--- config.mk ---
export PLATFORM = sky130hd
export DESIGN_NAME = bikeDisplay
export DESIGN_NICKNAME = d
export VERILOG_FILES = /design/src/logic/bikeDisplayPkg.sv /design/src/logic/conversionIf.sv /design/src/logic/digitsIf.sv /design/src/logic/readingScaler.sv /design/src/logic/bcdConverter.sv /design/src/logic/digitScanner.sv /design/src/logic/bikeDisplay.sv
export SDC_FILE = /design/constraint.sdc
export NUM_CORES = 1
export LEC_CHECK = 0
export BUFFER_PORTS_ARGS = -buffer_cell sky130_fd_sc_hd__buf_2
export CAP_MARGIN = 30
export CELL_PAD_IN_SITES_DETAIL_PLACEMENT = 0
export CELL_PAD_IN_SITES_GLOBAL_PLACEMENT = 1
export CORE_MARGIN = 2
export CORE_UTILIZATION = 45
export CTS_CLUSTER_SIZE = 16
export DETAILED_ROUTE_END_ITERATION = 7
export PLACE_DENSITY_LB_ADDON = 0.25
export REMOVE_ABC_BUFFERS = 1
export SETUP_SLACK_MARGIN = 0.15
export SYNTH_ARGS = -nofsm -noshare
export SYNTH_HDL_FRONTEND = slang
export SYNTH_SLANG_ARGS = --single-unit
--- constraint.sdc ---
create_clock -name Clock -period 2.18 [get_ports Clock]
set_input_delay 0.436 -clock Clock [delete_from_list [all_inputs] [get_ports Clock]]
set_output_delay 0.436 -clock Clock [all_outputs]
set_load 0.02 [all_outputs]
--- src/logic/bikeDisplayPkg.sv ---
`default_nettype none

package bikeDisplayPkg;

  ////////////////////
  // Widths
  ////////////////////

  localparam int ReadingBits = 16;
  localparam int DigitBits   = 4;
  localparam int SegmentBits = 7;
  localparam int NumDigits   = 4;
  // Also the number of shift steps in the converter
  localparam int ScaledBits  = 10;
  // Digits 2..0 carry a decimal point
  localparam int PointDigits = NumDigits - 1;

  typedef logic [ReadingBits-1:0] reading_t;
  typedef logic [ScaledBits-1:0]  scaled_t;
  typedef logic [DigitBits-1:0]   bcdDigit_t;
  // Segment A in the top bit, G in the bottom bit
  typedef logic [SegmentBits-1:0] segments_t;
  typedef logic [NumDigits-1:0]   digitSelect_t;
  typedef logic [PointDigits-1:0] pointMask_t;

  typedef enum logic [1:0] {
    speed,
    aveSpeed,
    cadence,
    calories
  } displayMode_t;

  ////////////////////
  // Segment tables
  ////////////////////

  localparam segments_t digitGlyphs [0:9] = '{
    7'b111_1110, 7'b011_0000, 7'b110_1101, 7'b111_1001, 7'b011_0011,
    7'b101_1011, 7'b101_1111, 7'b111_0000, 7'b111_1111, 7'b111_1011
  };

  // Letter shown on digit 3, in mode order
  localparam segments_t modeGlyphs [0:3] = '{
    7'b001_1000,  // speed
    7'b101_1011,  // average speed
    7'b000_1101,  // cadence
    7'b100_1110   // calories
  };

  ////////////////////
  // Scaling
  ////////////////////

  // Fixed fractional digits of the raw reading, per mode
  localparam int fractionDigits [0:3] = '{1, 1, 0, 0};

  localparam reading_t SingleLimit = 16'd1000;
  localparam reading_t TenLimit    = 16'd10000;
  localparam reading_t ScaleStep   = 16'd10;

endpackage

`default_nettype wire

--- src/logic/conversionIf.sv ---
`default_nettype none

// One scaled reading on its way to the BCD converter
interface conversionIf;

  logic                       req;
  logic                       ack;
  bikeDisplayPkg::scaled_t    value;
  bikeDisplayPkg::pointMask_t points;
  bikeDisplayPkg::displayMode_t mode;

  // Scaler holds value, points and mode stable while req is high
  modport scaler (
    output req, value, points, mode,
    input  ack
  );

  modport converter (
    input  req, value, points, mode,
    output ack
  );

endinterface

`default_nettype wire

--- src/logic/digitsIf.sv ---
`default_nettype none

// Latest converted digits for the display scan
interface digitsIf;

  bikeDisplayPkg::bcdDigit_t    hundreds;
  bikeDisplayPkg::bcdDigit_t    tens;
  bikeDisplayPkg::bcdDigit_t    ones;
  bikeDisplayPkg::pointMask_t   points;
  bikeDisplayPkg::displayMode_t mode;

  // All fields update together on the converter's ack edge
  modport source (
    output hundreds, tens, ones, points, mode
  );

  modport sink (
    input hundreds, tens, ones, points, mode
  );

endinterface

`default_nettype wire

--- src/logic/readingScaler.sv ---
`default_nettype none

module readingScaler (
  input  wire                          Clock,
  input  wire                          nReset,
  input  bikeDisplayPkg::displayMode_t mode,
  input  bikeDisplayPkg::reading_t     reading,
  conversionIf.scaler                  conv
);

  bikeDisplayPkg::displayMode_t lastMode;
  bikeDisplayPkg::reading_t     lastReading;
  logic                         haveCapture;
  logic                         changed;
  logic                         capture;
  bikeDisplayPkg::scaled_t      scaledNext;
  bikeDisplayPkg::pointMask_t   pointsNext;
  logic [1:0]                   divisions;
  int                           pointIndex;

  // Nothing captured yet counts as a change
  assign changed = !haveCapture || (mode != lastMode) || (reading != lastReading);
  assign capture = changed && !conv.req && !conv.ack;

  ////////////////////
  // Scaling rule
  ////////////////////

  always_comb begin
    if (reading < bikeDisplayPkg::SingleLimit) begin
      scaledNext = bikeDisplayPkg::scaled_t'(reading);
      divisions  = 2'd0;
    end else if (reading < bikeDisplayPkg::TenLimit) begin
      scaledNext = bikeDisplayPkg::scaled_t'(reading / bikeDisplayPkg::ScaleStep);
      divisions  = 2'd1;
    end else begin
      scaledNext = bikeDisplayPkg::scaled_t'(
        reading / (bikeDisplayPkg::ScaleStep * bikeDisplayPkg::ScaleStep));
      divisions  = 2'd2;
    end

    // Point sits on the digit whose index is the remaining fraction count
    pointIndex = bikeDisplayPkg::fractionDigits[mode] - int'(divisions);
    case (pointIndex)
      0:       pointsNext = bikeDisplayPkg::pointMask_t'(1);
      1:       pointsNext = bikeDisplayPkg::pointMask_t'(2);
      default: pointsNext = '0;
    endcase
  end

  ////////////////////
  // Handshake side
  ////////////////////

  always_ff @(posedge Clock or negedge nReset) begin
    if (!nReset) begin
      conv.req    <= 1'b0;
      lastMode    <= bikeDisplayPkg::speed;
      lastReading <= '0;
      haveCapture <= 1'b0;
    end else if (capture) begin
      conv.req    <= 1'b1;
      lastMode    <= mode;
      lastReading <= reading;
      haveCapture <= 1'b1;
    end else if (conv.req && conv.ack) begin
      conv.req <= 1'b0;
    end
  end

  // Payload, held while req is up
  always_ff @(posedge Clock) begin
    if (capture) begin
      conv.value  <= scaledNext;
      conv.points <= pointsNext;
      conv.mode   <= mode;
    end
  end

endmodule

`default_nettype wire

--- src/logic/bcdConverter.sv ---
`default_nettype none

module bcdConverter (
  input  wire            Clock,
  input  wire            nReset,
  conversionIf.converter conv,
  digitsIf.source        digits
);

  localparam int StepBits = $clog2(bikeDisplayPkg::ScaledBits + 1);

  typedef enum logic [1:0] {
    idle,
    shift,
    done
  } convState_t;

  convState_t                state;
  logic [StepBits-1:0]       stepCount;
  bikeDisplayPkg::scaled_t   shiftReg;
  bikeDisplayPkg::bcdDigit_t hundredsWork;
  bikeDisplayPkg::bcdDigit_t tensWork;
  bikeDisplayPkg::bcdDigit_t onesWork;
  bikeDisplayPkg::bcdDigit_t hundredsAdj;
  bikeDisplayPkg::bcdDigit_t tensAdj;
  bikeDisplayPkg::bcdDigit_t onesAdj;

  // Digits of five or more are corrected before the shift
  function automatic bikeDisplayPkg::bcdDigit_t addThree(input bikeDisplayPkg::bcdDigit_t d);
    return (d >= 4'd5) ? d + 4'd3 : d;
  endfunction

  always_comb begin
    hundredsAdj = addThree(hundredsWork);
    tensAdj     = addThree(tensWork);
    onesAdj     = addThree(onesWork);
  end

  ////////////////////
  // Control and result
  ////////////////////

  always_ff @(posedge Clock or negedge nReset) begin
    if (!nReset) begin
      state           <= idle;
      stepCount       <= '0;
      conv.ack        <= 1'b0;
      digits.hundreds <= '0;
      digits.tens     <= '0;
      digits.ones     <= '0;
      digits.points   <= '0;
      digits.mode     <= bikeDisplayPkg::speed;
    end else begin
      case (state)
        idle: begin
          if (conv.req) begin
            state     <= shift;
            stepCount <= StepBits'(bikeDisplayPkg::ScaledBits);
          end
        end
        shift: begin
          stepCount <= stepCount - 1'b1;
          if (stepCount == StepBits'(1)) begin
            state <= done;
          end
        end
        done: begin
          if (!conv.ack) begin
            // Publish together with ack; req still holds points and mode
            conv.ack        <= 1'b1;
            digits.hundreds <= hundredsWork;
            digits.tens     <= tensWork;
            digits.ones     <= onesWork;
            digits.points   <= conv.points;
            digits.mode     <= conv.mode;
          end else if (!conv.req) begin
            conv.ack <= 1'b0;
            state    <= idle;
          end
        end
        default: state <= idle;
      endcase
    end
  end

  ////////////////////
  // Shift-and-add-three
  ////////////////////

  always_ff @(posedge Clock) begin
    if (state == idle && conv.req) begin
      shiftReg     <= conv.value;
      hundredsWork <= '0;
      tensWork     <= '0;
      onesWork     <= '0;
    end else if (state == shift) begin
      shiftReg     <= shiftReg << 1;
      onesWork     <= {onesAdj[2:0], shiftReg[bikeDisplayPkg::ScaledBits-1]};
      tensWork     <= {tensAdj[2:0], onesAdj[3]};
      hundredsWork <= {hundredsAdj[2:0], tensAdj[3]};
    end
  end

endmodule

`default_nettype wire

--- src/logic/digitScanner.sv ---
`default_nettype none

module digitScanner #(
  parameter int RefreshCycles = 50
) (
  input  wire                          Clock,
  input  wire                          nReset,
  digitsIf.sink                        digits,
  output bikeDisplayPkg::digitSelect_t nDigit,
  output bikeDisplayPkg::segments_t    segments,
  output logic                         dp
);

  localparam int CountBits = (RefreshCycles > 0) ? $clog2(RefreshCycles + 1) : 1;
  localparam int TopDigit  = bikeDisplayPkg::NumDigits - 1;

  logic [CountBits-1:0]         frameCount;
  logic                         frameWrap;
  bikeDisplayPkg::digitSelect_t activeDigit;
  bikeDisplayPkg::digitSelect_t nextDigit;
  bikeDisplayPkg::segments_t    segmentsNext;
  logic                         dpNext;

  // Blank for anything that is not a decimal digit
  function automatic bikeDisplayPkg::segments_t glyphOf(input bikeDisplayPkg::bcdDigit_t d);
    if (d <= 4'd9) begin
      return bikeDisplayPkg::digitGlyphs[d];
    end
    return '0;
  endfunction

  assign frameWrap = (frameCount == CountBits'(RefreshCycles));

  ////////////////////
  // Frame timing
  ////////////////////

  // No digit is active until the first frame, which is digit 3
  always_comb begin
    if (activeDigit == bikeDisplayPkg::digitSelect_t'(1) || activeDigit == '0) begin
      nextDigit = bikeDisplayPkg::digitSelect_t'(1) << TopDigit;
    end else begin
      nextDigit = activeDigit >> 1;
    end
  end

  always_ff @(posedge Clock or negedge nReset) begin
    if (!nReset) begin
      frameCount  <= '0;
      activeDigit <= '0;
    end else if (frameWrap) begin
      frameCount  <= '0;
      activeDigit <= nextDigit;
    end else begin
      frameCount <= frameCount + 1'b1;
    end
  end

  ////////////////////
  // Segment encoding
  ////////////////////

  always_comb begin
    segmentsNext = '0;
    dpNext       = 1'b0;
    if (activeDigit[TopDigit]) begin
      // Mode letter, never with a point
      segmentsNext = bikeDisplayPkg::modeGlyphs[digits.mode];
    end else if (activeDigit[2]) begin
      segmentsNext = glyphOf(digits.hundreds);
      dpNext       = digits.points[2];
    end else if (activeDigit[1]) begin
      segmentsNext = glyphOf(digits.tens);
      dpNext       = digits.points[1];
    end else if (activeDigit[0]) begin
      segmentsNext = glyphOf(digits.ones);
      dpNext       = digits.points[0];
    end
  end

  // Outputs trail the active digit by one cycle
  always_ff @(posedge Clock or negedge nReset) begin
    if (!nReset) begin
      nDigit   <= '1;
      segments <= '0;
      dp       <= 1'b0;
    end else begin
      nDigit   <= ~activeDigit;
      segments <= segmentsNext;
      dp       <= dpNext;
    end
  end

endmodule

`default_nettype wire

--- src/logic/bikeDisplay.sv ---
`default_nettype none

module bikeDisplay #(
  parameter int RefreshCycles = 50
) (
  input  wire                          Clock,
  input  wire                          nReset,
  input  bikeDisplayPkg::displayMode_t mode,
  input  bikeDisplayPkg::reading_t     reading,
  output bikeDisplayPkg::digitSelect_t nDigit,
  output bikeDisplayPkg::segments_t    segments,
  output logic                         dp
);

  ////////////////////
  // Internal buses
  ////////////////////

  conversionIf convBus ();
  digitsIf     digitBus ();

  // Change detection and scaling
  readingScaler scaler (
    .Clock   (Clock),
    .nReset  (nReset),
    .mode    (mode),
    .reading (reading),
    .conv    (convBus.scaler)
  );

  // Binary to three BCD digits
  bcdConverter converter (
    .Clock  (Clock),
    .nReset (nReset),
    .conv   (convBus.converter),
    .digits (digitBus.source)
  );

  // Multiplexed scan of the four digits
  digitScanner #(
    .RefreshCycles (RefreshCycles)
  ) scanner (
    .Clock    (Clock),
    .nReset   (nReset),
    .digits   (digitBus.sink),
    .nDigit   (nDigit),
    .segments (segments),
    .dp       (dp)
  );

endmodule

`default_nettype wire

==> results.json <==
{
  "area_growth_pct": 58.2,
  "route.detailed.drc": 0,
  "synth-simple-area-share_pct": 21.0,
  "cts_root_buffer": "clkbuf_16",
  "diodes": 0,
  "max_clock_freq_ghz": 0.0447,
  "dp_cells": 1738,
  "routed_wirelength_mm": 34.9,
  "worst_path_max_delay_cell": "or3_4",
  "clk_pin_slew_ps": 80,
  "grt_pass1_wl_mm": 51.3,
  "critPathLaunchType": "input port",
  "wl_met2_mm": 17.3,
  "yosysWarningCount": 0,
  "max-cap-violations": 0,
  "synthAdderAreaFrac_pct": 11.8,
  "stdcell_count": 1941,
  "dpl.hpwl_mm": 21.6,
  "drtIter0Drc": 621,
  "synth_area_mm2": 0.00964,
  "min_period_ps": 22350,
  "status": "finished with violations",
  "setup_ws_ps": -20170,
  "rsz0062_at_grt": "yes",
  "port_buffers": 31,
  "slew_headroom_pct": 53.9,
  "ys_ff_latch": 101,
  "endpoint_kind": "register",
  "rows": 53,
  "grt-ovfl-total": 0,
  "seq_area_frac_synth_pct": 26.9,
  "first_global_vias": 10700,
  "grt_max_degree": 42,
  "dieArea_mm2": 0.0226,
  "ant_nets": 0,
  "hold_slack_ps": 88.0,
  "ys_types": 106,
  "place.gp.congestion": 0.913,
  "die_w_um": 150,
  "hp-class": "input port to asynchronous set/reset pin",
  "cp_data_arrival_time_ps": 22440,
  "pin_count": 32,
  "clock_skew_ps": 12.1,
  "cts-hold-fix-buffers": 0,
  "hold_viol": 0,
  "synthCells": 1125,
  "met3_length_mm": 1.78,
  "clockBufferDepth": 2,
  "required_ps": 2270,
  "worst-path-max-fanout": 5,
  "final_util_pct": 72.5,
  "top_layer": "met4",
  "coreArea_mm2": 0.0210,
  "grt.total_usage_pct": 27.9,
  "synth_edf_count": 24,
  "clock_latency_ps": 350,
  "cts_buffers": 9,
  "synth_top_family_by_area": "compound AO/OA/AOI/OAI gates",
  "nNetsFinal": 1771,
  "grt_antenna_before_repair": 0,
  "via_count": 11100,
  "max_stage_delay_ps": 400,
  "crit_type": "input port to register",
  "worst_r2r_path_depth": 8,
  "avgViaCountPerCell": 5.74,
  "syn_avg_cell_area_um2": 8.57,
  "pre_cts_ws_ps": -20670,
  "drive_gt1_share_pct": 47.8,
  "htree_levels": 3,
  "start_util_pct": 45.9,
  "cts_tree": "built",
  "drt-wirelength-per-cell_um": 18.0,
  "synth-compound-area-share_pct": 23.1,
  "violations": "negative setup slack",
  "die_h_um": 150,
  "setup_viol": 10,
  "ys.flop_type": "dfrtp_1",
  "wl_met1_mm": 14.1,
  "cts.sinks": 101,
  "dr.pass1.iters": 6,
  "synthMuxAreaShare_pct": 7.89,
  "slew_viol_final": 0,
  "post-route-period-util_pct": 1030,
  "worst_pin_slew_ps": 692,
  "synthArstFlopShare_pct": 64.4,
  "synth_xor_xnor_area_share_pct": 5.33
}
## critical path: cells and delay by family
family / cells / cell delay [ps]
AND/OR/NAND/NOR: 49 / 7520
AO/OA/AOI/OAI: 47 / 7090
adder cells (fa/ha/maj): 14 / 3920
multiplexers: 9 / 2190
buffers and inverters: 8 / 1130
XOR/XNOR: 1 / 100
## cell families after synthesis
kind of cell               Yosys count
buffers and inverters               92
AOI/OAI and AO/OA                  322
xor gates and xnor gates            57
muxes                               68
and+or+nand+nor                    394
DFF                                101
adders and majority gates           91
## Yosys cell counts (all sizes together), types with 12 or more instances
cell | n | area (µm²)
dfrtp | 61 | 1530
o21a | 20 | 151
nand2b | 25 | 156
a21o | 13 | 98.9
xnor2 | 33 | 304
xor2 | 24 | 210
o21ai | 82 | 422
inv | 53 | 201
a21oi | 83 | 430
mux2i | 19 | 198
nor3 | 44 | 248
dfxtp | 12 | 240
mux2 | 49 | 563
ha | 90 | 1130
nand3 | 34 | 203
nand2 | 91 | 342
a211oi | 12 | 90.1
clkbuf | 28 | 105
edfxtp | 24 | 721
nor2 | 109 | 409
## state kept, by name, indices dropped and copies added, names as in the netlist, 6 cells and up
register	flops
scanner.frameCount	6
converter.shiftReg	10
scaler.conv.value	10
scanner.segments	7
scaler.lastReading	16
## worst paths after layout
path                                              from                      endpoint  slack (ps)
worst max-delay path                        reading[5]          scaler.conv.value[0]      -20170
min in group Clock                             mode[0]           scaler.conv.mode[0]         320
max in group asynchronous                       nReset            scaler.lastMode[1]        1460
worst min-delay path                            nReset  converter.digits.hundreds[0]          90
worst max register to register   scaler.lastReading[4]            scaler.lastMode[0]         300
worst min register to register  scanner.activeDigit[0]             scanner.nDigit[0]         390
## through the flow
stage          setup TNS (ps)  area, µm²
3_5_place_dp          -124900      12600
3_3_place_gp          -119670      12600
4_1_cts               -112760      14500
5_1_grt               -125290      15200
6_report              -119290      15200
2_1_floorplan         -169510       9460
## metal layers
layer  vias up  global-route usage (%)
li1       5237                       -
met1      5254                    35.0
met2       473                    50.0
met3       171                    2.42
met4         0                    9.67
met5         -                       0
## repair_timing
| item | CTS | global route |
|---|---|---|
| gates resized for setup | 117 | 82 |
| setup buffers | 152 | 35 |
| pin swaps | 60 | 96 |
| endpoints found under the setup margin | 11 | 15 |
| hold endpoints to repair | 0 | 0 |
## area by class of cell
type / count / area (µm²)
clock inverter: 7 / 65.1
clock buffer: 9 / 225
timing repair buffer: 563 / 4300
sequential: 101 / 2590
multi-input combinational: 932 / 7520
tap: 275 / 344
fill: 1443 / 5770
inverter: 54 / 205
## placed cells by master, fill, tap and decap left out, types with 7 or more instances in the layout
cell type / count
buf_2: 29
a21o_1: 12
nor2b_1: 7
o31a_1: 7
mux2i_1: 10
o22ai_1: 8
a21oi_1: 66
o21a_1: 19
o21ai_0: 53
edfxtp_1: 24
xnor2_1: 28
o21ai_2: 9
dfxtp_1: 12
and2_1: 8
ha_1: 69
a211oi_1: 10
or3_1: 7
dfrtp_1: 61
nor4_1: 7
buf_6: 22
o21ai_1: 18
clkbuf_16: 9
a31oi_1: 8
mux2_2: 39
nor2_1: 98
nor3_2: 7
nand3_1: 28
nor3_1: 33
buf_4: 506
ha_4: 20
xor2_1: 23
mux2_4: 10
nor2_2: 7
a21oi_2: 12
nand2_1: 84
nand2b_1: 24
or2_2: 7
inv_1: 47
nand4_1: 9
o211ai_1: 8
Power is left out: the tool's default activity adds up to more than one toggle a clock period on the data nets, which glitch-free logic cannot reach.
